$ cat src/verilog/dma_pkg.sv
/* DMA subsystem shared definitions
   Sizes, register map, bus structs and the register write word */
package dma_pkg;

    localparam int DATA_W  = 32;
    localparam int MEM_AW  = 8;
    localparam int REG_AW  = 6;
    localparam int MAX_LEN = 16;

    // Length in words and byte count widths
    localparam int LEN_W = $clog2(MAX_LEN) + 1;
    localparam int BTT_W = LEN_W + 2;

    // Register byte offsets
    localparam logic [REG_AW-1:0] REG_CTRL   = 6'h00;
    localparam logic [REG_AW-1:0] REG_STATUS = 6'h04;
    localparam logic [REG_AW-1:0] REG_SRC    = 6'h18;
    localparam logic [REG_AW-1:0] REG_DST    = 6'h20;
    localparam logic [REG_AW-1:0] REG_BTT    = 6'h28;

    // Control register, interrupt enable at bit 12
    typedef struct packed {
        logic [18:0] rsvd_hi;
        logic        irq_en;
        logic [11:0] rsvd_lo;
    } dma_ctrl_t;

    // Status register, completion flag at bit 12 and idle at bit 1
    typedef struct packed {
        logic [18:0] rsvd_hi;
        logic        ioc_irq;
        logic [9:0]  rsvd_mid;
        logic        idle;
        logic        rsvd_lo;
    } dma_status_t;

    typedef union packed {
        dma_ctrl_t   ctrl;
        dma_status_t status;
    } dma_reg_word_u;

    typedef struct packed {
        logic              valid;
        logic [REG_AW-1:0] addr;
        logic [DATA_W-1:0] data;
    } reg_wr_t;

    typedef struct packed {
        logic              valid;
        logic              we;
        logic [MEM_AW-1:0] addr;
        logic [DATA_W-1:0] wdata;
    } mem_req_t;

endpackage

$ cat src/verilog/mem_arbiter.sv
/* RAM port arbiter
   Host first, mover otherwise; routes the read-valid strobe to the reader */
`timescale 1ns/1ps

module mem_arbiter (
    input  logic                        clk,
    input  logic                        rst,
    input  dma_pkg::mem_req_t           host_req,
    input  dma_pkg::mem_req_t           dma_req,
    input  logic [dma_pkg::DATA_W-1:0]  ram_rdata,
    output logic                        dma_gnt,
    output logic                        dma_rd_valid,
    output logic                        host_rvalid,
    output dma_pkg::mem_req_t           ram_req
);
    import dma_pkg::*;

    logic host_rd;
    logic dma_rd;

    // The host never waits
    assign dma_gnt = dma_req.valid && !host_req.valid;
    assign ram_req = host_req.valid ? host_req : dma_req;

    assign host_rd = host_req.valid && !host_req.we;
    assign dma_rd  = dma_gnt && !dma_req.we;

    // Owner of the read in flight
    always_ff @(posedge clk or posedge rst) begin
        if (rst) begin
            host_rvalid  <= 1'b0;
            dma_rd_valid <= 1'b0;
        end else begin
            host_rvalid  <= host_rd;
            dma_rd_valid <= dma_rd;
        end
    end

    a_rdata_known: assert property (@(posedge clk) disable iff (rst)
        (host_rvalid || dma_rd_valid) |-> !$isunknown(ram_rdata))
        else $error("RAM returned unknown data for a granted read");

endmodule

$ cat config.mk
export PLATFORM = sky130hd
export DESIGN_NAME = mem_arbiter
export DESIGN_NICKNAME = d
export VERILOG_FILES = /design/src/verilog/dma_pkg.sv /design/src/verilog/mem_arbiter.sv
export SDC_FILE = /design/constraint.sdc
export NUM_CORES = 1
export LEC_CHECK = 0
export ABC_AREA = 1
export BUFFER_PORTS_ARGS = -buffer_cell sky130_fd_sc_hd__buf_2
export CORE_MARGIN = 10
export CORE_UTILIZATION = 25
export DETAILED_ROUTE_END_ITERATION = 8
export GPL_TIMING_DRIVEN = 1
export PLACE_DENSITY = 0.95
export REMOVE_ABC_BUFFERS = 1
export SETUP_SLACK_MARGIN = 0.4
export SYNTH_ARGS = -nofsm -noshare
export SYNTH_HDL_FRONTEND = slang
export SYNTH_SLANG_ARGS = --single-unit
$ cat constraint.sdc
create_clock -name clk -period 0.8 [get_ports clk]
set_input_delay 0.04 -clock clk [delete_from_list [all_inputs] [get_ports clk]]
set_output_delay 0.04 -clock clk [all_outputs]
set_load 0.02 [all_outputs]
## Word-level counts from Yosys, hierarchy flattened

Index checks and enable logic that the tools add are counted.

| storage, ports and cells | value |
|---|---|
| register bits after elaboration | 2 |
| bits of input ports | 118 |
| output and inout port bits | 45 |
| logic and storage cells | 9 |

| cells by class | value |
|---|---|
| multiplexer cells | 1 |
| reductions and logical operators | 6 |

Operators by type and width:

| cell | count |
|---|---|
| $mux 42 | 1 |
| $logic_and 1x1->1 | 3 |
| $logic_not 1->1 | 3 |

## Logic depth before layout (Yosys ltp)

| logic depth | value |
|---|---|
| word-level depth | 3 |
| depth in mapped cells | 5 |
| mapped depth without buffers | 3 |

## Least setup slack after synthesis

Ideal clock, no wire load.

| timing | value |
|---|---|
| kind | input to output |
| start point | input host_req[41] in the netlist's numbering |
| end point | output ram_req[31] in the netlist's numbering |
| arrival | 0.548 ns |
| required time | 0.760 ns |
| slack | 0.212 ns |
| stages on the path | 5 |
| buffers on the path | 2 |
| cell sequence | buf_6 -> inv_8 -> buf_12 -> nand2_2 -> nand2_1 |

RTL lines:

| what | RTL line | text |
|---|---|---|
| from (decl) | mem_arbiter.sv:8 | `input dma_pkg::mem_req_t host_req,` |
| to (decl) | mem_arbiter.sv:14 | `output dma_pkg::mem_req_t ram_req` |

## Final worst setup path

| timing | value |
|---|---|
| start point | register host_rvalid |
| end point | output host_rvalid |

RTL lines:

| what | RTL line | text |
|---|---|---|
| from (decl) | mem_arbiter.sv:13 | `output logic host_rvalid,` |
| from (signal assigned) | mem_arbiter.sv:34 | `host_rvalid <= host_rd;` |

No word-level cell between the ends.

==> summary.md <==
| Metric | Value |
|---|---|
| Initial Util | 0.258 |
| Max cap viols | 0 |
| Worst hold-check path type | input port to register |
| RSZ-0062 raised after global routing | true |
| Tcrit/Tclk final | 0.986 |
| Sequence of cells on the critical path | buf_6 |
| Primary FF master, synth | dfrtp_1 |
| Top post-synthesis cells by count | nand2_1, nand2_2, buf_6 |
| Full die area | approximately 5300 um^2 |
| Setup crit end kind | output pin |
| Critical path type | register to output pin |
| Via count | 1537 |
| Area share of the largest cell type after synthesis | 0.559 |
| Post-DRT Antenna Nets | 0 |
| Type of origin of the critical path | register |
| Initial antenna violation count | 0 |
| CORE AREA | roughly 2700 um^2 |
| Max Root-Sink Buffers | 2 |
| Worst hold slack | between 0.015 and 0.02 ns |
| Vias in the first global route | 1646 |
| Synth Register Bits | 2 |
| Share of post-route cells with drive strength above 1 | 0.892 |
| # nets final | 408 |
| Area Overhead vs Synth | 242% |
| Post-DP HPWL | roughly 3.2 mm |
| Syn Area/Cell | roughly 5 um^2 |
| Multi-input gate area | between 900 and 1000 um^2 |
| Post-synth top area cell | nand2_1 |
| EDFF count, synth | 0 |
| Slowest cell on the critical path | dfrtp_1 |
| Clock sinks | 2 |
| Worst VDD drop | 0.836 mV |
| Crit path buffers/inverters | 1 |
| Number of CTS-inserted buffers | 3 |
| Std cell rows | 19 |
| DR vias/cell | approximately 4.8 |
| Synth cell types | 11 |
| Drt initial violations | 115 |
| Delay-heaviest family, CP | flip-flops |
| Fin area | about 2400 um^2 |
| CTS tree | done |
| Count of final setup violators | 0 |
| Port Buffer Count | between 100 and 150 |
| Fin crit period | 0.789 ns |
| CTS clk-pin slew, worst paths | roughly 0.04 ns |
| Die Wd | approximately 73 um |
| Max_slew headroom | 0.912 |
| Tot GR Track Use | 0.188 |
| Global-route wire length before repair | 7.98 mm |
| Sequential fraction of the synthesis area | 0.0709 |
| Die Ht | about 73 um |
| H-tree levels | 1 |
| Synth Instances | 141 |
| Async set or reset register ratio after synthesis | 1.00 |
| Residual DRC | 0 |
| Fmax | approximately 1300 MHz |
| Worst slew pin tran | approximately 0.13 ns |
| Sequential cell area | around 50 um^2 |
| Cts hold-fix bufs | 1 |
| Routability cong. | between 0.7 and 0.8 |
| CP peak stage delay | 0.38 ns |
| Final hold viol count | 0 |
| Yosys warnings | 0 |
| Clk root buf | clkbuf_4 |
| Sum Neg Setup Slack | 0 ns |
| Mapped Area | 706 um^2 |
| DP Area | about 1300 um^2 |
| Pin count of the biggest net entering global routing | 23 |
| GRT overflow | 0 |
| # IOs | about 160 |
| PD cells | between 800 and 900 nW/um^2 |
| Status | finished, final reports clean |
| Drt wl/cell | about 20 um |
| Crit-path max FO | 1 |
| Number of iterations in the first detailed-routing pass | 4 |
| Most common cell in the synthesized netlist | nand2_1 |
| Data required, critical path | about 0.76 ns |
| Synth area leaders | nand2_1, nand2_2, dfrtp_1 |
| Critical Path AT | 0.75 ns |
| Inserted Diodes | 0 |
| Slew Viols, Final | 0 |
| Fill count | about 140 |
| Standby leakage power | around 1.4 nW |
| WL final | approximately 6.4 mm |
power by group:
part	internal [mW]	switching, mW
registers	0.106	0.00281
logic	0.810	0.844
clock network	0.167	0.0757
total	1.08	0.923
final cells by class:
cell class	instances	area share
multi-input combinational	127	0.378
tap	31	0.0161
inverter	3	0.0156
timing repair inverter	5	0.0353
timing repair buffer	148	0.525
sequential	2	0.0207
clock buffer	3	0.00934
routing by layer:
| layer | up-vias | wire (um) | part of all wire | GRT usage |
|---|---|---|---|---|
| li1 | 710 | - | - | - |
| met1 | 704 | 2000 | 0.31 | 0.160 |
| met2 | 99 | 3580 | 0.56 | 0.372 |
| met3 | 24 | 548 | 0.086 | 0.0667 |
| met4 | 0 | 255 | 0.040 | 0.0823 |
| met5 | - | 0 | 0 | 0 |
flip-flops by register name, indices dropped and copies added (netlist names):
| name | flops |
|---|---|
| dma_rd_valid | 1 |
| host_rvalid | 1 |
final timing paths:
| check | start | to | slack, ns | depth (start not counted) |
|---|---|---|---|---|
| max | host_rvalid$_DFF_PP0_ | host_rvalid | 0.01 | 1 |
| max in group asynchronous | rst | dma_rd_valid$_DFF_PP0_ | 0.45 | 3 |
| min | dma_req[40] | dma_rd_valid$_DFF_PP0_ | 0.02 | 2 |
| min in group asynchronous | rst | host_rvalid$_DFF_PP0_ | 0.23 | 3 |
placed cells by master, fill, tap and decap left out, types with 2 or more instances in the layout:
cell type  count
inv_1          2
buf_8          6
nand2_2       64
buf_16         5
dfrtp_1        2
clkbuf_4       3
nand2_1       25
buf_6         48
inv_12         2
nand2_4       35
clkinv_8       2
buf_12         3
buf_2         84
kinds of logic (layout without fill, tap and decap cells):
| group | Yosys count | count (layout) | share of synthesized area |
|---|---|---|---|
| AND/OR/NAND/NOR | 127 | 127 | 0.750 |
| buffers and inverters | 12 | 159 | 0.179 |
| flip-flops | 2 | 2 | 0.0709 |
through the flow:
| stage | worst slack, ns | utilization | power [mW] | cells |
|---|---|---|---|---|
| 3_3_place_gp | -0.0318 | 0.489 | 0.986 | 298 |
| 4_1_cts | 0.0374 | 0.773 | 1.75 | 318 |
| 5_1_grt | 0.000473 | 0.882 | 2.11 | 319 |
| 2_1_floorplan | 0.303 | - | 0.539 | 132 |
| 3_5_place_dp | -0.0473 | 0.489 | 1.00 | 298 |
| 6_report | 0.0112 | 0.882 | 2.01 | 319 |
timing repair:
item | CTS | global route
endpoints found under the hold margin | 4 | 1
gates cloned | 7 | 1
setup buffers | 9 | 0
pin swaps | 34 | 17
setup endpoints to repair | 46 | 47
resized for setup | 170 | 77
Note: power is estimated with default switching activity, not from simulation.
