<file path="src/verilog/dma_pkg.sv">
/* DMA subsystem shared definitions
   Sizes, register map, bus structs and the register write word */
package dma_pkg;

    localparam int DATA_W  = 32;
    localparam int MEM_AW  = 8;
    localparam int REG_AW  = 6;
    localparam int MAX_LEN = 16;

    // Length in words and byte count widths
    localparam int LEN_W = $clog2(MAX_LEN) + 1;
    localparam int BTT_W = LEN_W + 2;

    // Register byte offsets
    localparam logic [REG_AW-1:0] REG_CTRL   = 6'h00;
    localparam logic [REG_AW-1:0] REG_STATUS = 6'h04;
    localparam logic [REG_AW-1:0] REG_SRC    = 6'h18;
    localparam logic [REG_AW-1:0] REG_DST    = 6'h20;
    localparam logic [REG_AW-1:0] REG_BTT    = 6'h28;

    // Control register, interrupt enable at bit 12
    typedef struct packed {
        logic [18:0] rsvd_hi;
        logic        irq_en;
        logic [11:0] rsvd_lo;
    } dma_ctrl_t;

    // Status register, completion flag at bit 12 and idle at bit 1
    typedef struct packed {
        logic [18:0] rsvd_hi;
        logic        ioc_irq;
        logic [9:0]  rsvd_mid;
        logic        idle;
        logic        rsvd_lo;
    } dma_status_t;

    typedef union packed {
        dma_ctrl_t   ctrl;
        dma_status_t status;
    } dma_reg_word_u;

    typedef struct packed {
        logic              valid;
        logic [REG_AW-1:0] addr;
        logic [DATA_W-1:0] data;
    } reg_wr_t;

    typedef struct packed {
        logic              valid;
        logic              we;
        logic [MEM_AW-1:0] addr;
        logic [DATA_W-1:0] wdata;
    } mem_req_t;

endpackage

</file>
<file path="src/verilog/dma_mover.sv">
/* Word copy engine
   Reads each source word and writes it to the destination through the arbiter */
`timescale 1ns/1ps

module dma_mover (
    input  logic                        clk,
    input  logic                        rst,
    input  logic                        go,
    input  logic [dma_pkg::MEM_AW-1:0]  src_word,
    input  logic [dma_pkg::MEM_AW-1:0]  dst_word,
    input  logic [dma_pkg::BTT_W-1:0]   btt,
    input  logic                        gnt,
    input  logic                        rd_valid,
    input  logic [dma_pkg::DATA_W-1:0]  rdata,
    output dma_pkg::mem_req_t           req,
    output logic                        idle,
    output logic                        xfer_done
);
    import dma_pkg::*;

    typedef enum logic [1:0] {
        S_IDLE,
        S_RD,
        S_RD_WAIT,
        S_WR
    } state_t;

    state_t            state;
    logic [LEN_W-1:0]  remain;
    logic [LEN_W-1:0]  btt_words;
    logic [MEM_AW-1:0] rd_ptr;
    logic [MEM_AW-1:0] wr_ptr;
    logic [DATA_W-1:0] data_q;
    logic              last_wr;

    assign btt_words = btt[BTT_W-1:2];
    assign last_wr   = (state == S_WR) && gnt && (remain == LEN_W'(1));
    assign idle      = (state == S_IDLE);

    // Request is a function of state only, so it holds while waiting
    always_comb begin
        req.valid = (state == S_RD) || (state == S_WR);
        req.we    = (state == S_WR);
        req.addr  = (state == S_WR) ? wr_ptr : rd_ptr;
        req.wdata = data_q;
    end

    always_ff @(posedge clk or posedge rst) begin
        if (rst) begin
            state     <= S_IDLE;
            remain    <= '0;
            xfer_done <= 1'b0;
        end else begin
            xfer_done <= last_wr || (go && idle && btt_words == '0);
            case (state)
                S_IDLE: begin
                    if (go && btt_words != '0) begin
                        remain <= btt_words;
                        state  <= S_RD;
                    end
                end
                S_RD: begin
                    if (gnt) begin
                        state <= S_RD_WAIT;
                    end
                end
                S_RD_WAIT: begin
                    if (rd_valid) begin
                        state <= S_WR;
                    end
                end
                default: begin
                    if (gnt) begin
                        remain <= remain - 1'b1;
                        state  <= last_wr ? S_IDLE : S_RD;
                    end
                end
            endcase
        end
    end

    // Address pointers and the word in transit
    always_ff @(posedge clk) begin
        if (go && idle) begin
            rd_ptr <= src_word;
            wr_ptr <= dst_word;
        end else if (state == S_WR && gnt) begin
            rd_ptr <= rd_ptr + 1'b1;
            wr_ptr <= wr_ptr + 1'b1;
        end
        if (state == S_RD_WAIT && rd_valid) begin
            data_q <= rdata;
        end
    end

    a_req_stable: assert property (@(posedge clk) disable iff (rst)
        (req.valid && !gnt) |=> $stable(req))
        else $error("mover request changed before grant");

endmodule

</file>
<file path="config.mk">
export PLATFORM = sky130hd
export DESIGN_NAME = dma_mover
export DESIGN_NICKNAME = d
export VERILOG_FILES = /design/src/verilog/dma_pkg.sv /design/src/verilog/dma_mover.sv
export SDC_FILE = /design/constraint.sdc
export NUM_CORES = 1
export LEC_CHECK = 0
export CAP_MARGIN = 20
export CORE_MARGIN = 2
export CORE_UTILIZATION = 46
export CTS_BUF_LIST = sky130_fd_sc_hd__clkbuf_16
export DETAILED_ROUTE_END_ITERATION = 7
export DONT_BUFFER_PORTS = 1
export HOLD_SLACK_MARGIN = 0.1
export PLACE_DENSITY_LB_ADDON = 0.2
export SETUP_SLACK_MARGIN = 0.02
export SYNTH_ARGS = -nofsm -noshare
export SYNTH_HDL_FRONTEND = slang
export SYNTH_SLANG_ARGS = --single-unit
</file>
<file path="constraint.sdc">
create_clock -name clk -period 3.05 [get_ports clk]
set_input_delay 0.1525 -clock clk [delete_from_list [all_inputs] [get_ports clk]]
set_output_delay 0.1525 -clock clk [all_outputs]
set_load 0.05 [all_outputs]
</file>
Word level (Yosys, flattened, before mapping)
Index checks and enable logic that the tools add are counted.
Operators by class
  $add $sub $neg: 3
  equality and inequality tests: 7
  mux-type cells: 14
  bitwise operators: 1
  reductions and logical operators: 17
Operators with widths (count)
  8-bit two-way mux: 5
  8-bit by 1-bit adder with 8-bit output (second input constant): 2
  5-bit two-way mux: 2
  5-bit case mux with 2 select lines: 1
  2-bit two-way mux: 4
  1-bit logical AND: 6
  2-bit case mux with 3 select lines: 1
  5-bit by 1-bit == test with 1-bit output (second input constant): 1
  5-bit logical NOT: 1
  5-bit nonzero test: 1
  5-bit by 1-bit subtractor with 5-bit output (second input constant): 1
  2-bit == test (second input constant): 2
  2-bit inequality test (second input constant): 2
  4-bit AND reduction: 1
  2-bit nonzero test: 2
  3-bit AND reduction: 1
  3-bit nonzero test: 1
  2-bit by 1-bit == test with 1-bit output (second input constant): 1
  2-bit logical NOT: 1
  1-bit logical OR: 2
  2-bit by 1-bit inequality test with 1-bit output (second input constant): 1
  2-bit OR reduction: 1
  1-bit two-way mux: 1
  1-bit inverter: 1
Word-level totals
  register bits after elaboration: 56
  bits of input ports: 60
  output and inout port bits: 44

Depth between registers and ports, before layout
  word-level depth: 6
  gate-level depth with buffers: 7
  gate-level depth less buffers: 6

Worst setup path after synthesis
Ideal clock, no wire load.
  path type: register to register
  start point: register state[0]
  end point: register rd_ptr[0] (enable)
  data arrival time: 2210 ps
  slack: 468 ps
  stages on the path, launching flop included: 8
  period minus slack after synthesis: 2582 ps
  path through: dfrtp_1 inv_1 ha_1 buf_2 nand2_1 clkbuf_1 buf_2 nand2_1
On the way
  cells in the longest elaborated chain, start to end: 3
  elaborated cells between the ends (all ways): 5
  those cells by class: eq/ne (1); reduce/logical (4)
RTL lines
  start: declaration: line dma_mover.sv:28  | state_t state;
  start signal: assignment: line dma_mover.sv:75  | state <= last_wr ? S_IDLE : S_RD;
  2-bit logical NOT: line dma_mover.sv:38  | assign idle = (state == S_IDLE);
  named net idle: line dma_mover.sv:16  | output logic idle,
  1-bit logical AND: line dma_mover.sv:84  | if (go && idle) begin
  2-bit nonzero test (no source line)
  end signal: assignment: line dma_mover.sv:85  | rd_ptr <= src_word;
  end signal: assignment: line dma_mover.sv:88  | rd_ptr <= rd_ptr + 1'b1;
  end: declaration: line dma_mover.sv:31  | logic [MEM_AW-1:0] rd_ptr;
The timed path passes the listed nets, and every way through them passes these cells.
A chain may end at the register's enable or synchronous reset.

Worst setup path after layout
  start point: register state[0]
  end point: register state[0]
On the way
  cells in the longest elaborated chain, start to end: 6
  elaborated cells between the ends (all ways): 14
  those cells by class: eq/ne (6); mux (3); reduce/logical (5)
RTL lines
  2-bit == test: line dma_mover.sv:37  | assign last_wr = (state == S_WR) && gnt && (remain == LEN_W'(1));
  1-bit logical AND (2 in a row): line dma_mover.sv:37
  1-bit two-way mux: line dma_mover.sv:75
  2-bit two-way mux: line dma_mover.sv:73  | if (gnt) begin
  2-bit case mux with 3 select lines: line dma_mover.sv:55  | case (state)
Several ways; a longest one is shown, not always the timed one. The select of a mux whose other input is x is not followed.

==> results.txt <==
outcome = complete, no violations
total of warnings raised by yosys = 0
via/cell ratio = 5.42
highest clock rate = 478 MHz
Routed Antenna Nets = 0
post-detail-place hpwl = 3780 µm
FILL cells = 428
first-pass GRT wire length = 8450 µm
H-Tree Depth = 2
initial drt markers = 93
total track usage = 17.9%
vias in the first global route = 1667
critical path arrival = 2.27 ns
Setup TNS = 0 ns
max-cap violations = 0
Tcrit/Tclk final = 68.6%
drt pass-1 iters = 4
Mapped Cells = 185
unrepaired setup endpoints after global routing = no
Mapped Nets = 254
final hold violation count = 0
DRT Wirelength = 5380 µm
EDFF count, synth = 48
Internal Power = 1.89 mW
# nets final = 301
Post-CTS Setup Inserts = 0
crit start category = flip-flop
post-synth top area share = 57.3%
Worst-Margin Slew = 0.675 ns
post-synth top area cell = edfxtp_1
CTS Root Cell = clkbuf_16
Worst Path Max Fanout = 14
Vias = 1643
mean routed wirelength per cell = 17.7 µm
Pleak = 1.15 nW
Switching Power = 1.49 mW
Synth top cells by count = edfxtp_1, nor2_1, a21oi_1
CTS Buf Count = 5
initial antenna violation count = 0
post-synthesis sequential area ratio = 65.2%
fin crit period = 2.09 ns
Setup-failing EPs final = 0
WP data required = 3.23 ns
combinational share of power = 38.2%
die area = 6080 µm²
number of synthesized register bits = 56
clock power share = 17.3%
Setup CP Type = reg2reg
Cell Area, Synth = 2520 µm²
Max IR drop VDD = 0.656 mV
async set-reset flop share out of synthesis = 14.3%
min-delay worst type = in2reg
PD cells = 1060 nW/µm²
share of layout cells above drive strength 1 = 12.4%
# diodes = 0
switching portion of total power = 44.1%
Final Skew = 0.00778 ns
most common cell in the netlist = edfxtp_1
Die H = 78.0 µm
Slew Limit Fails = 0
Crit. End Element = flip-flop
Synth area leaders = edfxtp_1, dfrtp_1, ha_1
Skew-Pair Late Insertion Delay = 0.29 ns
Post-synth top flop = edfxtp_1
Finished Core Util = 61.0%
row count = 26
slew margin rel. = 54.9%
post-synth cell types = 35
CTS tree = done
GP Congestion = 0.802
GRT Residual Overflow = 0
Mapped Avg Cell Area = 13.6 µm²
power share of the sequential group = 44.5%
synthesis-to-finish area growth = 26.2%
port bufs = 0
CTS sink count = 56
Core Region = 5200 µm²
CTS max path bufs = 2
chip width = 78.0 µm
clk slew on worst S/H paths = 0.07 ns
# DRC = 0
maximum number of pins on one net before global-route repair = 33
Initial Utilization = 48.3%
IO Pins = 104
## cells in the final DEF, fill, tap and decap left out, drive strengths merged, types with 7 or more instances in the layout
cell type and n:
a21oi 16, edfxtp 48, mux2 11, ha 9, nand3 9, dlygate4sd3 41, nand2 7, inv 10
dfrtp 8, xor2 7, nor2 21
## metal layers
| metal | vias to the layer above | track usage (%) | part of all wire (%) | routed length (µm) |
|---|---|---|---|---|
| li1 | 772 | - | - | - |
| met1 | 774 | 22.1 | 42 | 2270 |
| met2 | 93 | 30.9 | 50 | 2680 |
| met3 | 4 | 5.47 | 7.0 | 378 |
| met4 | 0 | 4.21 | 0.86 | 46 |
| met5 | - | 0 | 0 | 0 |
## worst paths after layout
path	start	end	slack, ns	cells after the start
max in group asynchronous	rst	xfer_done$_DFF_PP0_	2.53	2
min in group asynchronous	rst	remain[0]$_DFFE_PP0P_	0.26	2
worst min register to register	remain[0]$_DFFE_PP0P_	remain[0]$_DFFE_PP0P_	0.55	1
worst max register to register	state[0]$_DFFE_PP0P_	state[0]$_DFFE_PP0P_	0.96	6
worst min-delay path	src_word[7]	rd_ptr[7]$_DFFE_PP_	0.1	2
worst max-delay path	state[0]$_DFFE_PP0P_	state[0]$_DFFE_PP0P_	0.96	6
## stage by stage
step                      hold WS [ns]  worst slack (ns)  total power [mW]  instance area (µm²)  cells
after floorplan                -0.0318             0.468              2.54                 2520    185
after CTS                        0.100             0.941              3.39                 3170    302
final                           0.0976             0.958              3.38                 3180    303
after global placement          0.0117              1.02              2.70                 2610    254
after detailed placement        0.0224             0.960              2.76                 2610    254
after global routing             0.101             0.795              3.57                 3180    303
## cells by family (layout without fill, tap and decap cells)
logic type | after synthesis | count (layout) | share of synthesized area (%)
adder cells (fa/ha/maj) | 9 | 9 | 4.48
AO/OA/AOI/OAI | 32 | 32 | 9.10
buffers and inverters | 14 | 62 | 2.19
multiplexers | 12 | 12 | 5.47
XOR/XNOR | 12 | 12 | 4.18
flip-flops | 56 | 56 | 65.2
AND/OR/NAND/NOR | 50 | 50 | 9.35
## layout make-up
type / count / area, µm² / share of cell area (%)
clock inverter: 3 / 27.5 / 0.867
sequential: 56 / 1640 / 51.7
clock buffer: 5 / 125 / 3.94
multi-input combinational: 115 / 820 / 25.8
tap: 70 / 87.6 / 2.76
inverter: 9 / 33.8 / 1.06
timing repair buffer: 45 / 440 / 13.9
## flip-flops by register name, indices dropped and copies added (netlist names)
signal / flops
data_q: 32
xfer_done: 1
rd_ptr: 8
state: 2
wr_ptr: 8
remain: 5
## power by group through the flow
| stage | logic [mW] | clock network, mW | registers (mW) |
|---|---|---|---|
| floorplan | 1.08 | 0 | 1.46 |
| global placement | 1.19 | 0 | 1.50 |
| detailed placement | 1.25 | 0 | 1.52 |
| CTS | 1.29 | 0.591 | 1.50 |
| global route | 1.40 | 0.632 | 1.53 |
| finish | 1.29 | 0.583 | 1.50 |
## what timing repair did
action	4_1_cts	5_1_grt
resized for setup	0	0
hold buffers	40	1
endpoints found under the hold margin	48	1
## critical path, cell delays in order (launching register included)
cell and delay, ns:
dfrtp_1 0.44, inv_1 0.10, ha_1 0.50, inv_1 0.25, o22ai_1 0.27, a221oi_2 0.09, mux2_4 0.33
Power figures use the tool's default switching activity.
