`config.mk`:
```
export PLATFORM = sky130hd
export DESIGN_NAME = dma_regs
export DESIGN_NICKNAME = d
export VERILOG_FILES = /design/src/verilog/dma_pkg.sv /design/src/verilog/dma_regs.sv
export SDC_FILE = /design/constraint.sdc
export NUM_CORES = 1
export LEC_CHECK = 0
export ABC_AREA = 1
export BUFFER_PORTS_ARGS = -buffer_cell sky130_fd_sc_hd__buf_2
export CAP_MARGIN = 20
export CORE_ASPECT_RATIO = 0.8
export CORE_MARGIN = 5
export CORE_UTILIZATION = 38
export DETAILED_ROUTE_END_ITERATION = 7
export PLACE_DENSITY = 0.84
export SYNTH_ARGS = -nofsm -noshare
export SYNTH_HDL_FRONTEND = slang
export SYNTH_SLANG_ARGS = --single-unit
```
`constraint.sdc`:
```
create_clock -name clk -period 1 [get_ports clk]
set_clock_uncertainty 0.15 [all_clocks]
set_input_delay 0.2 -clock clk [delete_from_list [all_inputs] [get_ports clk]]
set_output_delay 0.2 -clock clk [all_outputs]
set_load 0.01 [all_outputs]
```
`src/verilog/dma_pkg.sv`:
```
/* DMA subsystem shared definitions
   Sizes, register map, bus structs and the register write word */
package dma_pkg;

    localparam int DATA_W  = 32;
    localparam int MEM_AW  = 8;
    localparam int REG_AW  = 6;
    localparam int MAX_LEN = 16;

    // Length in words and byte count widths
    localparam int LEN_W = $clog2(MAX_LEN) + 1;
    localparam int BTT_W = LEN_W + 2;

    // Register byte offsets
    localparam logic [REG_AW-1:0] REG_CTRL   = 6'h00;
    localparam logic [REG_AW-1:0] REG_STATUS = 6'h04;
    localparam logic [REG_AW-1:0] REG_SRC    = 6'h18;
    localparam logic [REG_AW-1:0] REG_DST    = 6'h20;
    localparam logic [REG_AW-1:0] REG_BTT    = 6'h28;

    // Control register, interrupt enable at bit 12
    typedef struct packed {
        logic [18:0] rsvd_hi;
        logic        irq_en;
        logic [11:0] rsvd_lo;
    } dma_ctrl_t;

    // Status register, completion flag at bit 12 and idle at bit 1
    typedef struct packed {
        logic [18:0] rsvd_hi;
        logic        ioc_irq;
        logic [9:0]  rsvd_mid;
        logic        idle;
        logic        rsvd_lo;
    } dma_status_t;

    typedef union packed {
        dma_ctrl_t   ctrl;
        dma_status_t status;
    } dma_reg_word_u;

    typedef struct packed {
        logic              valid;
        logic [REG_AW-1:0] addr;
        logic [DATA_W-1:0] data;
    } reg_wr_t;

    typedef struct packed {
        logic              valid;
        logic              we;
        logic [MEM_AW-1:0] addr;
        logic [DATA_W-1:0] wdata;
    } mem_req_t;

endpackage

```
`src/verilog/dma_regs.sv`:
```
/* Copy engine register block
   Decodes register writes, launches the engine and raises the interrupt */
`timescale 1ns/1ps

module dma_regs (
    input  logic                        clk,
    input  logic                        rst,
    input  dma_pkg::reg_wr_t            reg_wr,
    input  logic                        idle,
    input  logic                        xfer_done,
    output logic                        go,
    output logic [dma_pkg::MEM_AW-1:0]  src_word,
    output logic [dma_pkg::MEM_AW-1:0]  dst_word,
    output logic [dma_pkg::BTT_W-1:0]   btt,
    output logic                        irq
);
    import dma_pkg::*;

    dma_reg_word_u wr_word;
    logic          wr_ctrl;
    logic          wr_status;
    logic          wr_src;
    logic          wr_dst;
    logic          wr_btt;
    logic          irq_en;
    logic          ioc_irq;

    assign wr_word   = reg_wr.data;
    assign wr_ctrl   = reg_wr.valid && (reg_wr.addr == REG_CTRL);
    assign wr_status = reg_wr.valid && (reg_wr.addr == REG_STATUS);
    assign wr_src    = reg_wr.valid && (reg_wr.addr == REG_SRC);
    assign wr_dst    = reg_wr.valid && (reg_wr.addr == REG_DST);
    assign wr_btt    = reg_wr.valid && (reg_wr.addr == REG_BTT);

    always_ff @(posedge clk or posedge rst) begin
        if (rst) begin
            go      <= 1'b0;
            irq_en  <= 1'b0;
            ioc_irq <= 1'b0;
        end else begin
            go <= wr_btt;
            if (wr_ctrl) begin
                irq_en <= wr_word.ctrl.irq_en;
            end
            // A completing transfer wins over a clear in the same cycle
            if (xfer_done) begin
                ioc_irq <= 1'b1;
            end else if (wr_status && wr_word.status.ioc_irq) begin
                ioc_irq <= 1'b0;
            end
        end
    end

    // Byte addresses become word addresses
    always_ff @(posedge clk) begin
        if (wr_src) begin
            src_word <= reg_wr.data[MEM_AW+1:2];
        end
        if (wr_dst) begin
            dst_word <= reg_wr.data[MEM_AW+1:2];
        end
        if (wr_btt) begin
            btt <= reg_wr.data[BTT_W-1:0];
        end
    end

    assign irq = irq_en && ioc_irq;

    a_btt_when_idle: assert property (@(posedge clk) disable iff (rst)
        wr_btt |-> idle)
        else $error("byte count written while the engine is busy");

endmodule

```
* Word-level counts from Yosys, hierarchy flattened
Index checks and enable logic that the tools add are counted.
** Storage, ports and cells
- Register bits :: 26
- Bits in latches :: 0
- Memory bits (writable) :: 0
- ROM bits :: 0
- Word-level logic and storage cells :: 21
- Memories kept :: 0
** Operators by class
- Add/sub/neg operators :: 0
- Multiply operators :: 0
- Div/mod/pow operators :: 0
- Order comparisons :: 0
- Eq/ne operators :: 4
- Shift-type cells :: 0
- Muxes and demuxes :: 2
- Bitwise logic cells :: 0
- Reduce and logical (&&, ||, !) cells :: 9
** Operators with widths (number)
- equality test 6 bit, second input constant :: 2
- logical AND 1 bit :: 7
- equality test 6 x 3 -> 1 bit, second input constant :: 1
- equality test 6 x 5 -> 1 bit, second input constant :: 1
- zero test 6 bit :: 1
- two-way mux 1 bit :: 2
- nonzero test 2 bit :: 1

* Longest topological paths before layout
- Depth after elaboration :: 5
- Mapped depth :: 6
- Depth with buffers taken out :: 6

* Least setup slack after synthesis
OpenSTA, ideal clock, no wires.
- Path kind :: input to register
- From :: input port reg_wr[34] (netlist bit)
- To :: register dst_word[0] (netlist bit), enable pin
- Arrival :: 0.763 ns
- Required time :: 0.480 ns
- Setup slack :: -0.283 ns
- Stages :: 3
- Path buffers :: 0
- Path through :: nor2_1 > nand2_2 > nor2_1
** On the way
- Longest elaborated chain between the ends :: 2
** Ends and longest elaborated chain
- start: declaration :: RTL line dma_regs.sv:8 : input dma_pkg::reg_wr_t reg_wr,
- equality test 6 bit :: RTL line dma_regs.sv:32 : assign wr_dst = reg_wr.valid && (reg_wr.addr == REG_DST);
- logical AND 1 bit :: RTL line dma_regs.sv:32
- named net wr_dst :: RTL line dma_regs.sv:23 : logic wr_dst;
- end signal: assignment :: RTL line dma_regs.sv:60 : dst_word <= reg_wr.data[MEM_AW+1:2];
- end: declaration :: RTL line dma_regs.sv:13 : output logic [dma_pkg::MEM_AW-1:0] dst_word,
The timed path passes the listed nets, and every way through them passes these cells.
A chain may end at the register's enable or synchronous reset.

* Worst setup path in the final report
- From :: register ioc_irq
- To :: output port irq
** On the way
- Longest elaborated chain between the ends :: 1
** Ends and longest elaborated chain
- start: declaration :: RTL line dma_regs.sv:26 : logic ioc_irq;
- start signal: assignment :: RTL line dma_regs.sv:39 : ioc_irq <= 1'b0;
- start signal: assignment :: RTL line dma_regs.sv:47 : ioc_irq <= 1'b1;
- start signal: assignment :: RTL line dma_regs.sv:49 : ioc_irq <= 1'b0;
- logical AND 1 bit :: RTL line dma_regs.sv:67 : assign irq = irq_en && ioc_irq;
- end: declaration :: RTL line dma_regs.sv:15 : output logic irq
Every way passes these cells.

==> reports/qor.tcl <==
set qor(run_status) {finished, violations left}
set qor(failing_checks) {setup timing}
set qor(finalSetupViolCount) 25
set qor(starting_utilization_of_the_core_area_pct) 41.07
set qor(placedCellCount) 134
set qor(power.static_leakage_nw) 0.6090
set qor(power_density_nw_per_um2) 1272
set qor(post_synth_main_area_contributors) {sky130_fd_sc_hd__edfxtp_1, sky130_fd_sc_hd__dfrtp_1, sky130_fd_sc_hd__nand2_1}
set qor(startpoint_of_the_most_critical_register_to_register_path) {ioc_irq$_DFFE_PP0P_}
set qor(switching_share_pct) 19.58
set qor(endpoint_kind) {output port}
set qor(synth_cell_types) 9
set qor(groute.usage.overall_pct) 12.60
set qor(post_synth_fa_ha_maj_area_fraction_pct) 0
set qor(final.period_utilization_pct) 127.7
set qor(placementRows) 15
set qor(cts_inserted_buffers) 3
set qor(layout.cells.non_filler) 152
set qor(grt_start_max_net_pins) 15
set qor(grt_antenna_before_repair) 0
set qor(final_net_count) 171
set qor(worstSetupPathType) {reg2out}
set qor(placement.io_buffers) 45
set qor(worst_skew_pair.late_latency_ps) 300
set qor(regToRegSetupSlack_ps) 110
set qor(timing.critical_path.arrival_ps) 930
set qor(numClockSinks) 26
set qor(post-route-util_pct) 63.67
set qor(detail_route.iter0.violations) 10
set qor(grt_overflow) 0
set qor(total_power_mw) 1.794
set qor(worst_pin_slew_ps) 279.9
set qor(drtPass1Iterations) 4
set qor(slew-limit-headroom_pct) 81.29
set qor(floorplan.die_area_sq_um) 3478
set qor(antenna-diode-count) 0
set qor(power_switching_uw) 351.3
set qor(worst-r2r-cell-count) 3
set qor(area_of_the_mapped_netlist_sq_um) 909.6
set qor(holdPathEnd) {go$_DFF_PP0_}
set qor(clock_path_buffers) 2
set qor(clock-root-buffer) {sky130_fd_sc_hd__clkbuf_4}
set qor(cell_taking_the_most_area_after_synthesis) {sky130_fd_sc_hd__edfxtp_1}
set qor(die_x_um) 64.70
set qor(yosysSeqAreaShare_pct) 84.18
set qor(muxShareOfSynthArea_pct) 0
set qor(clkSlewWorstSetupHoldPaths_ps) 120
set qor(h-tree-depth) 1
set qor(layout_min_cycle_time_ps) 1277
set qor(detail_route.wirelength_um) 1931
set qor(drt_drc_violations_left) 0
set qor(report.final.hold_viol_count) 0
set qor(worst_hold_path.num_cells) 3
set qor(beginning_of_the_worst_hold_path) {reg_wr[37]}
set qor(placer_congestion) 0.7315
set qor(vias) 680
set qor(power_report.internal_total_mw) 1.443
set qor(syn_inst) 60
set qor(setup_repair_after_global_routing_missed_its_margin) {true}
set qor(dp_hpwl_um) 1539
set qor(grt_pass1_vias) 718
set qor(syn_to_final_growth_pct) 55.02
set qor(synth.ff_latch_count) 26
set qor(core_region_area_sq_um) 2215
set qor(finalSetupTns_ps) -4545
set qor(p_comb_share_pct) 9.7
set qor(class_of_the_worst_hold_path) {in2reg}
set qor(timing.rr.end) {ioc_irq$_DFFE_PP0P_}
set qor(timing.fmax_ghz) 0.7828
set qor(chip_height_um) 53.76
set qor(timing.critical_path.required_ps) 650
set qor(synth-xor-area-share_pct) 0
set qor(syn-num-nets) 103
set qor(power.share.sequential_pct) 66.7
set qor(largest_fanout_on_the_critical_path) 2
set qor(routedWlPerCell_um) 12.70
set qor(yosys.area_share.simple_pct) 11.97
set qor(synthesis.area_per_instance_sq_um) 15.16
set qor(synthDominantCellAreaShare_pct) 75.93
set qor(final-max-slew-violation-count) 0
set qor(cts_tree) {yes}
set qor(critPathLaunchType) {flop}
set qor(synth_compound_area_share_pct) 0.5502
set qor(worst_case_setup_slack_after_placement_ps) -312.2
set qor(io_pins) 68
set qor(postRouteAntennaNets) 0
set qor(wire_length_of_the_first_global_routing_pass_um) 3167
set qor(yosysWarningCount) 0
set qor(fraction_of_layout_instances_using_a_drive_strength_above_1_pct) 51.97
set qor(synth_top_family_by_area) {simple AND/OR/NAND/NOR gates}
set qor(postLayoutSetupSlackWorst_ps) -277.4
set qor(worst_ir_drop_vdd_mv) 0.4373
set qor(cts.repair.resized) 0
set qor(vias_per_cell) 4.474
set qor(clock_power_share_pct) 23.6
set qor(max_cap_violations) 0
## Yosys cell counts, drive strengths merged
master	number
edfxtp	23
nand2	13
nor2	10
inv	8
dfrtp	3
nand3	2
o21ai	1
## cell type report
class                           instances  area [sq um]
Inverter                                8         35.03
Clock buffer                            4         26.28
Multi-Input combinational cell         26         158.9
Timing Repair Buffer                   63         392.9
Fill cell                             173         804.5
Tap cell                               25         31.28
Sequential cell                        26         765.7
## placed cells by master, fill, tap and decap left out
master                          synthesis  layout
sky130_fd_sc_hd__o21ai_1                1       1
sky130_fd_sc_hd__dlygate4sd3_1          0      13
sky130_fd_sc_hd__clkbuf_4               0       3
sky130_fd_sc_hd__nand2_2                2       3
sky130_fd_sc_hd__buf_4                  0       5
sky130_fd_sc_hd__nand3_2                0       1
sky130_fd_sc_hd__buf_2                  0      45
sky130_fd_sc_hd__nor2_1                 7       2
sky130_fd_sc_hd__nand2_1               11      10
sky130_fd_sc_hd__inv_6                  0       1
sky130_fd_sc_hd__nor2_4                 0       5
sky130_fd_sc_hd__edfxtp_1              23      23
sky130_fd_sc_hd__nor2_2                 3       3
sky130_fd_sc_hd__dfrtp_1                3       3
sky130_fd_sc_hd__clkbuf_1               0       1
sky130_fd_sc_hd__inv_1                  8       7
sky130_fd_sc_hd__nand3_1                2       1
## critical path: stages (launching register included)
cell                      delay (ps)
sky130_fd_sc_hd__dfrtp_1         410
sky130_fd_sc_hd__nand2_1          60
sky130_fd_sc_hd__inv_1            30
sky130_fd_sc_hd__buf_2           120
## layer usage
layer | vias up | global-route usage [%] | part of all wire (%)
met2 | 33 | 22.58 | 49
li1 | 335 | - | -
met3 | 2 | 4.802 | 12
met1 | 310 | 13.20 | 38
met4 | 0 | 6.316 | 0.62
met5 | - | 0 | 0
## cell families after synthesis
kind of cell	Yosys count
AND/OR/NAND/NOR	25
AO/OA/AOI/OAI	1
flip-flops	26
buffers and inverters	8
## through the flow
step | hold slack, ps | cell area [sq um]
2_1_floorplan | -196.4 | 959.7
3_3_place_gp | -84.08 | 1246
3_5_place_dp | -73.75 | 1246
4_1_cts | 100.2 | 1410
5_1_grt | 99.26 | 1410
6_report | 100.9 | 1410
## worst max path at each step
stage	startpoint	end	slack, ps	cells past startpoint
after global placement	reg_wr[35]	src_word[6]$_DFFE_PP_	-260	5
after global routing	ioc_irq$_DFFE_PP0P_	irq	-340	3
after CTS	ioc_irq$_DFFE_PP0P_	irq	-300	3
after floorplan	reg_wr[33]	src_word[0]$_DFFE_PP_	-60	3
final	ioc_irq$_DFFE_PP0P_	irq	-280	3
after detailed placement	reg_wr[35]	src_word[7]$_DFFE_PP_	-310	5
## power groups by stage
| stage | clock network [mW] | logic (mW) | registers, mW |
|---|---|---|---|
| finish | 0.423 | 0.175 | 1.20 |
| global route | 0.490 | 0.196 | 1.20 |
| CTS | 0.440 | 0.177 | 1.20 |
| detailed placement | 0 | 0.138 | 1.22 |
| global placement | 0 | 0.131 | 1.22 |
| floorplan | 0 | 0.0476 | 1.22 |
## state kept, by name, indices dropped and copies added, names as in the netlist
name / cells
irq_en: 1
go: 1
ioc_irq: 1
btt: 7
src_word: 8
dst_word: 8
## timing repair
| action | 4_1_cts | 5_1_grt |
|---|---|---|
| hold endpoints to repair | 28 | 0 |
| setup buffers | 1 | 0 |
| hold buffers | 13 | 0 |
| gates cloned | 0 | 0 |
| setup endpoints to repair | 25 | 33 |
| pin swaps | 0 | 1 |
Note: power is estimated with default switching activity, not from simulation.
