`config.mk`:
```
export PLATFORM = sky130hd
export DESIGN_NAME = dma_launcher
export DESIGN_NICKNAME = d
export VERILOG_FILES = /design/src/verilog/dma_pkg.sv /design/src/verilog/dma_launcher.sv
export SDC_FILE = /design/constraint.sdc
export NUM_CORES = 1
export LEC_CHECK = 0
export BUFFER_PORTS_ARGS = -buffer_cell sky130_fd_sc_hd__buf_2
export CAP_MARGIN = 0
export CELL_PAD_IN_SITES_DETAIL_PLACEMENT = 0
export CELL_PAD_IN_SITES_GLOBAL_PLACEMENT = 2
export CORE_MARGIN = 5
export CORE_UTILIZATION = 31
export DETAILED_ROUTE_END_ITERATION = 10
export PLACE_DENSITY_LB_ADDON = 0.25
export SYNTH_ARGS = -nofsm -noshare
export SYNTH_HDL_FRONTEND = slang
export SYNTH_SLANG_ARGS = --single-unit
```
`constraint.sdc`:
```
create_clock -name clk -period 2.29 [get_ports clk]
set_clock_uncertainty 0.1 [all_clocks]
set_input_delay 0.1145 -clock clk [delete_from_list [all_inputs] [get_ports clk]]
set_output_delay 0.1145 -clock clk [all_outputs]
set_load 0.005 [all_outputs]
```
`src/verilog/dma_pkg.sv`:
```
/* DMA subsystem shared definitions
   Sizes, register map, bus structs and the register write word */
package dma_pkg;

    localparam int DATA_W  = 32;
    localparam int MEM_AW  = 8;
    localparam int REG_AW  = 6;
    localparam int MAX_LEN = 16;

    // Length in words and byte count widths
    localparam int LEN_W = $clog2(MAX_LEN) + 1;
    localparam int BTT_W = LEN_W + 2;

    // Register byte offsets
    localparam logic [REG_AW-1:0] REG_CTRL   = 6'h00;
    localparam logic [REG_AW-1:0] REG_STATUS = 6'h04;
    localparam logic [REG_AW-1:0] REG_SRC    = 6'h18;
    localparam logic [REG_AW-1:0] REG_DST    = 6'h20;
    localparam logic [REG_AW-1:0] REG_BTT    = 6'h28;

    // Control register, interrupt enable at bit 12
    typedef struct packed {
        logic [18:0] rsvd_hi;
        logic        irq_en;
        logic [11:0] rsvd_lo;
    } dma_ctrl_t;

    // Status register, completion flag at bit 12 and idle at bit 1
    typedef struct packed {
        logic [18:0] rsvd_hi;
        logic        ioc_irq;
        logic [9:0]  rsvd_mid;
        logic        idle;
        logic        rsvd_lo;
    } dma_status_t;

    typedef union packed {
        dma_ctrl_t   ctrl;
        dma_status_t status;
    } dma_reg_word_u;

    typedef struct packed {
        logic              valid;
        logic [REG_AW-1:0] addr;
        logic [DATA_W-1:0] data;
    } reg_wr_t;

    typedef struct packed {
        logic              valid;
        logic              we;
        logic [MEM_AW-1:0] addr;
        logic [DATA_W-1:0] wdata;
    } mem_req_t;

endpackage

```
`src/verilog/dma_launcher.sv`:
```
/* Single transfer launcher
   Programs the copy engine, clears its interrupt and reports completion */
`timescale 1ns/1ps

module dma_launcher (
    input  logic                        clk,
    input  logic                        rst,
    input  logic                        start,
    input  logic [dma_pkg::MEM_AW-1:0]  src_addr,
    input  logic [dma_pkg::MEM_AW-1:0]  dst_addr,
    input  logic [dma_pkg::LEN_W-1:0]   len,
    input  logic                        irq,
    output dma_pkg::reg_wr_t            reg_wr,
    output logic                        done,
    output logic                        busy
);
    import dma_pkg::*;

    typedef enum logic [2:0] {
        ST_IDLE,
        ST_SRC,
        ST_DST,
        ST_BTT,
        ST_WAIT
    } step_t;

    step_t             step;
    logic [MEM_AW-1:0] src_q;
    logic [MEM_AW-1:0] dst_q;
    logic [LEN_W-1:0]  len_q;
    logic              irq_q;
    logic              irq_rise;
    logic              clr_d;
    dma_reg_word_u     ctrl_word;
    dma_reg_word_u     clr_word;

    // Fixed words for the control write and the interrupt clear
    always_comb begin
        ctrl_word = '0;
        ctrl_word.ctrl.irq_en = 1'b1;
        clr_word = '0;
        clr_word.status.ioc_irq = 1'b1;
    end

    assign irq_rise = irq && !irq_q && (step == ST_WAIT);

    // Request capture
    always_ff @(posedge clk) begin
        if (start && !busy) begin
            src_q <= src_addr;
            dst_q <= dst_addr;
            len_q <= len;
        end
    end

    always_ff @(posedge clk or posedge rst) begin
        if (rst) begin
            step   <= ST_IDLE;
            reg_wr <= '0;
            irq_q  <= 1'b0;
            clr_d  <= 1'b0;
            done   <= 1'b0;
            busy   <= 1'b0;
        end else begin
            irq_q        <= irq;
            clr_d        <= irq_rise;
            done         <= clr_d;
            reg_wr.valid <= 1'b0;
            if (clr_d) begin
                busy <= 1'b0;
            end
            case (step)
                ST_IDLE: begin
                    if (start && !busy) begin
                        busy         <= 1'b1;
                        step         <= ST_SRC;
                        reg_wr.valid <= 1'b1;
                        reg_wr.addr  <= REG_CTRL;
                        reg_wr.data  <= ctrl_word;
                    end
                end
                ST_SRC: begin
                    step         <= ST_DST;
                    reg_wr.valid <= 1'b1;
                    reg_wr.addr  <= REG_SRC;
                    reg_wr.data  <= {{(DATA_W-MEM_AW-2){1'b0}}, src_q, 2'b00};
                end
                ST_DST: begin
                    step         <= ST_BTT;
                    reg_wr.valid <= 1'b1;
                    reg_wr.addr  <= REG_DST;
                    reg_wr.data  <= {{(DATA_W-MEM_AW-2){1'b0}}, dst_q, 2'b00};
                end
                ST_BTT: begin
                    // Byte count, length in words times four
                    step         <= ST_WAIT;
                    reg_wr.valid <= 1'b1;
                    reg_wr.addr  <= REG_BTT;
                    reg_wr.data  <= {{(DATA_W-LEN_W-2){1'b0}}, len_q, 2'b00};
                end
                default: begin
                    // Write-one-to-clear the completion flag
                    if (irq_rise) begin
                        step         <= ST_IDLE;
                        reg_wr.valid <= 1'b1;
                        reg_wr.addr  <= REG_STATUS;
                        reg_wr.data  <= clr_word;
                    end
                end
            endcase
        end
    end

    a_no_start_when_busy: assert property (@(posedge clk) disable iff (rst)
        start |-> !busy)
        else $error("start issued while a transfer is in flight");

endmodule

```
* After elaboration in Yosys (flattened, before gate mapping) *
Cells that the tools add are included.

storage, ports and cells
  output and inout bits = 41
  bits in read-only memories = 0
  register bits after elaboration = 67
  word-level logic and storage cells = 33
  RAM bits = 0
  memories kept = 0
  latch bits = 0
  input bits = 25

cells by class
  $mul = 0
  divide/modulo/power cells = 0
  eq/ne operators = 5
  reductions and logical operators = 8
  shift-type cells = 0
  bitwise logic cells = 0
  add/subtract/negate cells = 0
  $lt $le $gt $ge = 0
  muxes and demuxes = 9

operator list
  operator              count
  $pmux W39 S4          1
  $mux W39              2
  $pmux W3 S4           1
  $eq A3 B2 Y1 const B  2
  $mux W3               2
  $reduce_bool A5 Y1    1
  $eq A3 B1 Y1 const B  1
  $eq A3 B3 Y1 const B  1
  $logic_and A1 B1 Y1   3
  $logic_not A3 Y1      1
  $mux W1               3
  $logic_not A1 Y1      2
  $ne A2 B2 Y1 const B  1
  $reduce_and A2 Y1     1

* Longest topological paths before layout *
Gate-level depths: netlist of the first run.

  word-level depth = 5
  depth in mapped cells = 5
  mapped depth without buffers = 4

* Worst setup path after synthesis of the first run *
No wires, ideal clock.

  path kind = flip-flop to flip-flop
  start point = register busy
  end point = register reg_wr[2] (netlist name)
  path buffers = 1
  slack = 0.288 ns
  setup time = 0.130 ns
  stages on the path, launching flop included = 6
  data arrival time = 1.773 ns
  data required time = 2.060 ns
  clock period less this slack = 2.002 ns
  cell sequence = dfrtp_1 nor2b_2 nor3_2 buf_6 a222oi_1 o21ai_1

between the ends
  word-level cells in the longest chain between the ends = 4

RTL lines
  item                                line                RTL
  start, declared                     dma_launcher.sv:15  output logic busy
  start signal, assigned              dma_launcher.sv:63  busy <= 1'b0;
  start signal, assigned              dma_launcher.sv:70  busy <= 1'b0;
  start signal, assigned              dma_launcher.sv:75  busy <= 1'b1;
  $logic_not A1 Y1                    dma_launcher.sv:74  if (start && !busy) begin
  $logic_and A1 B1 Y1                 dma_launcher.sv:74
  $ne A2 B2 Y1 (no source line)       n/a
  $reduce_and A2 Y1 (no source line)  n/a
  end, declared                       dma_launcher.sv:13  output dma_pkg::reg_wr_t reg_wr,

Every way passes these cells.
A chain may end at the register's enable or synchronous reset.

* Final worst setup path of the first run *
  start point = register step[1]
  end point = register reg_wr[5] (netlist name)

between the ends
  word-level cells in the longest chain between the ends = 4
  elaborated cells between the ends (all ways) = 10
  those cells by class = 5 x eq/ne; 1 x mux; 4 x reduce/logical

RTL lines
  item                                 line                RTL
  start, declared                      dma_launcher.sv:27  step_t step;
  start signal, assigned               dma_launcher.sv:58  step <= ST_IDLE;
  start signal, assigned               dma_launcher.sv:76  step <= ST_SRC;
  start signal, assigned               dma_launcher.sv:83  step <= ST_DST;
  $eq A3 B3 Y1                         dma_launcher.sv:45  assign irq_rise = irq && !irq_q && (step == ST_WAIT);
  $logic_and A1 B1 Y1                  dma_launcher.sv:45
  $reduce_bool A5 Y1 (no source line)  n/a
  $reduce_and A2 Y1 (no source line)   n/a

Parallel ways exist; a longest one is shown, timed or not.

==> results of run 1 <==
## critical path, cell delays in order (launching register included)
cell and delay [ps]:
dfrtp_1 740, nor2b_1 630, a222oi_1 170, o21ai_0 210
## stage by stage
step           util, %  cells  total power, mW  setup WS [ps]  instance area [um^2]
2_1_floorplan        -    161             1.79            288                  1890
3_3_place_gp      35.6    246             2.04            367                  1990
3_5_place_dp      35.6    246             2.06            317                  1990
4_1_cts           41.4    277             2.57            296                  2310
5_1_grt           41.4    277             2.73            140                  2310
6_report          41.4    277             2.52            351                  2310
## per-layer routing
layer | GRT usage [%] | vias to the layer above | wire length, um
met5 | 0 | - | 0
met4 | 4.25 | 0 | 53
met3 | 3.52 | 7 | 283
met2 | 18.1 | 46 | 1860
met1 | 12.6 | 558 | 1470
li1 | - | 576 | -
## sequential cells by signal, summed over array words and instances (netlist names)
name	flops
src_q	8
reg_wr	14
done	1
clr_d	1
len_q	5
irq_q	1
dst_q	8
busy	1
step	3
## area by class of cell
cell class	instances	area (um^2)
Clock buffer	6	82.6
Clock inverter	2	7.51
Fill cell	560	3270
Inverter	2	7.51
Multi-Input combinational cell	86	503
Sequential cell	42	1160
Tap cell	72	90.1
Timing Repair Buffer	67	460
## Yosys cell counts
master	n
xnor2_1	1
nor4b_4	1
o31ai_1	1
nor3_2	1
nor2b_2	1
nand2_1	14
nor3_1	2
a222oi_1	8
inv_1	2
mux2_4	1
mux2_2	4
a31o_2	1
nor2_1	3
dfrtp_1	21
o21ai_1	5
a21oi_1	4
nand3_1	1
mux2i_1	1
buf_4	25
edfxtp_1	21
buf_6	2
a21o_1	1
o21ai_0	7
buf_2	2
clkbuf_1	2
nor2b_1	3
and2_1	1
conb_1	1
## power groups by stage
stage	Sequential [mW]	Clock (mW)	Combinational, mW
global route	1.22	0.527	0.975
CTS	1.19	0.494	0.879
floorplan	1.18	0	0.607
detailed placement	1.21	0	0.848
finish	1.19	0.475	0.859
global placement	1.21	0	0.830
## cells by family after synthesis
logic type | share of synthesized area [%]
mux | 3.88
flops | 64.1
other cells | 0.208
buf+inv | 13.0
xor+xnor | 0.486
simple gates | 8.11
compound gates | 10.2
## final timing paths
check / startpoint / endpoint / slack [ps] / cells past startpoint
max: step[1] / reg_wr[5] / 350 / 3
min: start / busy / 6 / 3
max reg2reg: step[1] / reg_wr[5] / 350 / 3
min reg2reg: clr_d / done / 280 / 0
max in group asynchronous: rst / irq_q / 1150 / 3
min in group asynchronous: rst / reg_wr[37] / 430 / 3
==> results.cfg, run 1 <==
[status]
status = complete, no violations

[routing]
drcViolationCount = 0
avgRoutedWirePerCell_um = 13.2
first_pass_iters = 4
routed_wl_um = 3670
vias = 1187
vias_per_cell = 4.29
drt_iter0_drc = 62
antenna_left = 0

[yosys]
yosysTopAreaCell = edfxtp_1
yosysWarnings = 0
synth_cells = 137
yosysSeqAreaShare_pct = 64.1
synth_cell_types = 28
syn_avg_cell_area_um2 = 13.2
synth_area_leaders = edfxtp_1, dfrtp_1, buf_4
synthesis.area_um2 = 1800
synth_top_area_share_pct = 35.0
synth_seq_cells = 42

[floorplan]
fp.dieW_um = 86.3
initial_utilization_pct = 32.4
die_area_um2 = 7450
die_y_um = 86.3
core-area_um2 = 5570
num_io_pins = 66
std_cell_rows = 27

[worst_setup_path]
critPathCaptureType = flip-flop
cp_max_fo = 14
worstSetupPathType = reg2reg
cp-start-kind = flip-flop
critPathRequiredTime_ps = 2390
arrival_ps = 2040

[power_and_ir_drop]
p_seq_share_pct = 47.2
p_leak_nw = 1.02
p_int_mw = 1.66
p_per_area_nw_per_um2 = 1090
clkPwrFrac_pct = 18.8
power.net_switching_uw = 862
pwr-share-comb_pct = 34.0
swShare_pct = 34.1
max-vdd-ir-drop_v = 0.000434

[clock_network]
cts_tree = yes
htree_num_levels = 2
cts.path.max_buffers = 2
cts_setup_buffers = 0
root_buffer = clkbuf_8
ctsResizeCount = 0
cts_inserted_buffers = 5
clk_latency_ps = 290
cts.clk_slew.worst_paths_ps = 80
cts.sinks = 42
holdBufCountCts = 23

[sta]
fmax_mhz = 516
rsz0062_at_grt = false
post-route-min-period_ps = 1940
setup_viol = 0
worst_slew_pin_slew_ps = 828
worst_hold_slack_ps = 6.34
maxSlewHeadroom_pct = 44.8
setup-tns-final_ps = 0
fin_crit_sh_pct = 84.7
maxSlewViolCount = 0
hold_viol = 0

[hold_path]
hold_path.class = in2reg

[cells_and_area]
drive_gt1_share_pct = 28.8
layout_common_cells = buf_2, conb_1, dlygate4sd3_1, dfrtp_1, edfxtp_1
fin_nets = 229
antennaDiodeCount = 0
mostFrequentLayoutCell = buf_2
syn2layout_area_growth_pct = 27.9

[run]
drv_cap = 0

[place]
portBuffers = 40
post-dp-hpwl_um = 2450
gp_congestion = 0.703

[global_route]
antenna_found_initial = 0
grt_first_pass_wirelength_um = 6180
track_usage_pct = 10.7
grt_max_degree = 24
grt_pass1_vias = 1270
overflow = 0
(Power assumes the default switching activity.)
==> inputs of run 2 (changes only) <==
==> constraint.sdc (replaced) <==
create_clock -name clk -period 2 [get_ports clk]
set_clock_uncertainty 0.1 [all_clocks]
set_input_delay 0.1 -clock clk [delete_from_list [all_inputs] [get_ports clk]]
set_output_delay 0.1 -clock clk [all_outputs]
set_load 0.005 [all_outputs]
==> results.cfg, run 2 (synthesis gave the netlist of run 1 again) <==
[sta]
maxSlewHeadroom_pct = 45.7
fin_crit_sh_pct = 89.5
worst_slew_pin_slew_ps = 814
maxSlewViolCount = 0
rsz0062_at_grt = false
setup_viol = 0
post-route-min-period_ps = 1790
hold_viol = 0
setup-tns-final_ps = 0
fmax_mhz = 558
worst_hold_slack_ps = 282

[power_and_ir_drop]
power.net_switching_uw = 990
p_per_area_nw_per_um2 = 1280
clkPwrFrac_pct = 21.0
power_mw = 3.02
p_int_mw = 2.03
p_leak_nw = 1.05
p_seq_share_pct = 44.9
max-vdd-ir-drop_v = 0.000613
pwr-share-comb_pct = 34.1
swShare_pct = 32.8

[hold_path]
whs_path_depth = 0
hold_path.class = reg2reg

[worst_setup_path]
r2r_cells = 3
cp_max_fo = 10
arrival_ps = 1900
critPathRequiredTime_ps = 2110
worstSetupPathType = reg2reg
critPathCaptureType = flip-flop
cp-start-kind = flip-flop

[floorplan]
initial_utilization_pct = 32.4
core-area_um2 = 5570
num_io_pins = 66
std_cell_rows = 27
fp.dieW_um = 86.3
die_y_um = 86.3
die_area_um2 = 7450

[place]
gp_congestion = 0.740
portBuffers = 40
post-dp-hpwl_um = 2560
placed_cell_area_um2 = 2010

[routing]
routed_wl_um = 3640
antenna_left = 0
drcViolationCount = 0
avgRoutedWirePerCell_um = 13.0
drt_iter0_drc = 67
first_pass_iters = 5
vias = 1189
vias_per_cell = 4.25

[clock_network]
cts.clk_slew.worst_paths_ps = 70
htree_num_levels = 2
clk_latency_ps = 280
cts.path.max_buffers = 2
cts.sinks = 42
cts_setup_buffers = 0
root_buffer = clkbuf_8
cts_inserted_buffers = 5
cts_tree = yes

[cells_and_area]
fin_nets = 232
drive_gt1_share_pct = 29.8
antennaDiodeCount = 0
mostFrequentLayoutCell = buf_2
design_area_um2 = 2360
syn2layout_area_growth_pct = 30.6
largest_register = reg_wr
layout_common_cells = buf_2, conb_1, dlygate4sd3_1, dfrtp_1, edfxtp_1
largest_reg_flops = 14
reg_top3 = reg_wr: 14 flops, dst_q: 8 flops, src_q: 8 flops

[global_route]
track_usage_pct = 10.5
antenna_found_initial = 0
overflow = 0
grt_pass1_vias = 1222
grt_max_degree = 24
grt_first_pass_wirelength_um = 5980

[run]
drv_cap = 0

[status]
status = complete, no violations
run 2: cell count changes in the layout (fill, tap and decap cells not counted):
cell           before  now
clkbuf_1            0    1
clkinv_1            2    1
nor2_2              0    1
bufinv_16           0    1
buf_4               4    6
clkbuf_8            6    5
nor2b_4             0    1
dlygate4sd3_1      23   24
nor2b_2             1    0
nor2_1              3    2
run 2: final timing paths:
| check | from | to | slack (ps) |
|---|---|---|---|
| max | step[1] | reg_wr[8] | 210 |
| min | clr_d | done | 280 |
| max reg2reg | step[1] | reg_wr[8] | 210 |
| min reg2reg | clr_d | done | 280 |
| max in group asynchronous | rst | reg_wr[38] | 880 |
| min in group asynchronous | rst | done | 420 |
run 2: routing by layer:
layer	global-route usage, %	share of wire (%)	vias to the layer above
met5	0	0	-
li1	-	-	580
met4	3.82	0.99	0
met2	17.4	51	50
met3	3.52	8.3	5
met1	12.6	40	554
run 2: worst max-delay path, cell delays in order (launching register included):
cell and delay (ps):
dfrtp_1 630, nor2b_1 600, a222oi_1 230, o21ai_1 150
run 2: metrics by stage:
step           utilization, %  std cells  setup WS, ps
2_1_floorplan               -        161           263
3_3_place_gp             36.0        248           201
3_5_place_dp             36.0        248           118
4_1_cts                  42.2        280           130
5_1_grt                  42.3        280          35.5
6_report                 42.3        280           209
run 2: final cells by class:
type,instances,area (um^2)
sequential,42,1160
inverter,2,7.51
clock buffer,6,72.6
clock inverter,2,33.8
timing repair buffer,70,485
tap,72,90.1
multi-input combinational,86,510
fill,547,3220
run 2: power groups by stage:
stage               clock, mW  combinational, mW  sequential, mW
floorplan                   0              0.698            1.36
global placement            0              0.990            1.37
detailed placement          0               1.01            1.38
CTS                     0.657               1.04            1.36
global route            0.698               1.15            1.39
finish                  0.634               1.03            1.36
run 2: repair_timing:
item | in CTS | in global routing
hold buffers | 24 | 0
endpoints found under the setup margin | 0 | 9
gates resized for setup | 0 | 1
endpoints found under the hold margin | 44 | 0
==> inputs of run 3 (changes only) <==
--- a/config.mk
+++ b/config.mk
@@ -9,10 +9,11 @@
 export CAP_MARGIN = 0
 export CELL_PAD_IN_SITES_DETAIL_PLACEMENT = 0
 export CELL_PAD_IN_SITES_GLOBAL_PLACEMENT = 2
-export CORE_MARGIN = 5
 export CORE_UTILIZATION = 31
 export DETAILED_ROUTE_END_ITERATION = 10
 export PLACE_DENSITY_LB_ADDON = 0.25
+export SETUP_SLACK_MARGIN = 0.02
 export SYNTH_ARGS = -nofsm -noshare
 export SYNTH_HDL_FRONTEND = slang
 export SYNTH_SLANG_ARGS = --single-unit
+export TNS_END_PERCENT = 10
==> results.cfg, run 3 (synthesis gave the netlist of run 1 again) <==
[status]
status = complete, no violations

[floorplan]
die_area_um2 = 6130
std_cell_rows = 27
initial_utilization_pct = 32.4
num_io_pins = 66
fp.dieW_um = 78.3
core-area_um2 = 5570
die_y_um = 78.3

[clock_network]
htree_num_levels = 2
cts_inserted_buffers = 5
clk_latency_ps = 280
cts_tree = yes
cts_setup_buffers = 0
cts.path.max_buffers = 2
root_buffer = clkbuf_8
cts.sinks = 42
cts.clk_slew.worst_paths_ps = 80

[sta]
setup-tns-final_ps = 0
fmax_mhz = 548
worst_slew_pin_slew_ps = 795
hold_viol = 0
post-route-min-period_ps = 1820
maxSlewViolCount = 0
setup_viol = 0
maxSlewHeadroom_pct = 46.9
rsz0062_at_grt = false
fin_crit_sh_pct = 91.2

[cells_and_area]
mostFrequentLayoutCell = buf_2
largest_register = reg_wr
fin_nets = 231
drive_gt1_share_pct = 29.5
post-route-util_pct = 41.8
reg_top3 = reg_wr: 14 flops, dst_q: 8 flops, src_q: 8 flops
syn2layout_area_growth_pct = 29.3
antennaDiodeCount = 0
layout_common_cells = buf_2, conb_1, dlygate4sd3_1, dfrtp_1, edfxtp_1
largest_reg_flops = 14

[global_route]
grt_pass1_vias = 1231
grt_first_pass_wirelength_um = 5730
track_usage_pct = 12.5
grt_max_degree = 24
antenna_found_initial = 0
overflow = 0

[routing]
first_pass_iters = 4
vias = 1210
drcViolationCount = 0
antenna_left = 0
vias_per_cell = 4.34
routed_wl_um = 3510
drt_iter0_drc = 79
avgRoutedWirePerCell_um = 12.6

[worst_setup_path]
critical-path-top-delay-family = simple AND/OR/NAND/NOR gates
critPathBufInv = 0
arrival_ps = 1940
max_stage_delay_ps = 640
critPathCaptureType = flip-flop
critPathRequiredTime_ps = 2110
crit_slowest_cell = nor2b_1
cp_max_fo = 11
cp-start-kind = flip-flop
worstSetupPathType = reg2reg
crit_chain = nor2b_1 -> a222oi_1 -> o21ai_1

[power_and_ir_drop]
pwr-share-comb_pct = 35.1
p_per_area_nw_per_um2 = 1260
p_int_mw = 1.93
max-vdd-ir-drop_v = 0.000463
swShare_pct = 34.0
clkPwrFrac_pct = 18.6
power.net_switching_uw = 996
power_mw = 2.93
p_leak_nw = 1.03
p_seq_share_pct = 46.3

[place]
post-dp-hpwl_um = 2370
gp_congestion = 0.721
portBuffers = 40

[hold_path]
hold_path.class = reg2reg

[run]
drv_cap = 0
[run 3: cell count changes in the layout (fill, tap and decap cells not counted)]
| cell | change |
|---|---|
| clkinv_1 | -1 |
| buf_4 | -1 |
| clkbuf_1 | +1 |
| bufinv_16 | -1 |
| clkbuf_8 | +1 |
[run 3: worst paths after layout]
check | start | endpoint | slack (ps) | cells past startpoint
max | step[1] | reg_wr[8] | 180 | 3
min | clr_d | done | 280 | 0
max reg2reg | step[1] | reg_wr[8] | 180 | 3
min reg2reg | clr_d | done | 280 | 0
max in group asynchronous | rst | reg_wr[4] | 890 | 3
min in group asynchronous | rst | reg_wr[9] | 410 | 3
[run 3: power groups by stage]
stage                     logic [mW]  registers [mW]  clock network (mW)
final                           1.03            1.36               0.545
after global routing            1.15            1.40               0.608
after CTS                       1.03            1.36               0.569
after floorplan                0.698            1.36                   0
after global placement         0.977            1.37                   0
after detailed placement       0.998            1.38                   0
[run 3: worst reg2reg max path, cell delays in order, from the launching register on]
cell and delay [ps]:
dfrtp_1 610, nor2b_1 640, a222oi_1 230, o21ai_1 160
[run 3: layer usage]
metal / global-route usage, % / part of all wire (%) / wire length, um
met5: 0 / 0 / 0
met2: 21.5 / 53 / 1860
met1: 15.2 / 40 / 1410
met4: 4.44 / 0.43 / 15
met3: 3.14 / 6.1 / 215
[run 3: layout make-up]
type                       count  area (um^2)
tap                           72         90.1
timing repair buffer          69          478
inverter                       2         7.51
multi-input combinational     86          510
fill                         543         3240
sequential                    42         1160
clock buffer                   8         90.1
[run 3: timing repair]
action,in CTS,in global routing
hold buffers,24,0
setup endpoints to repair,0,9
gates resized for setup,0,1
endpoints found under the hold margin,44,0
[run 3: per-stage QoR]
| step | std cells | cell area, um^2 | hold WS, ps | worst slack, ps |
|---|---|---|---|---|
| 2_1_floorplan | 161 | 1900 | -23.5 | 263 |
| 3_3_place_gp | 247 | 2000 | 144 | 250 |
| 3_5_place_dp | 247 | 2000 | 145 | 192 |
| 4_1_cts | 279 | 2330 | 280 | 180 |
| 5_1_grt | 279 | 2330 | 298 | 27.7 |
| 6_report | 279 | 2330 | 281 | 177 |
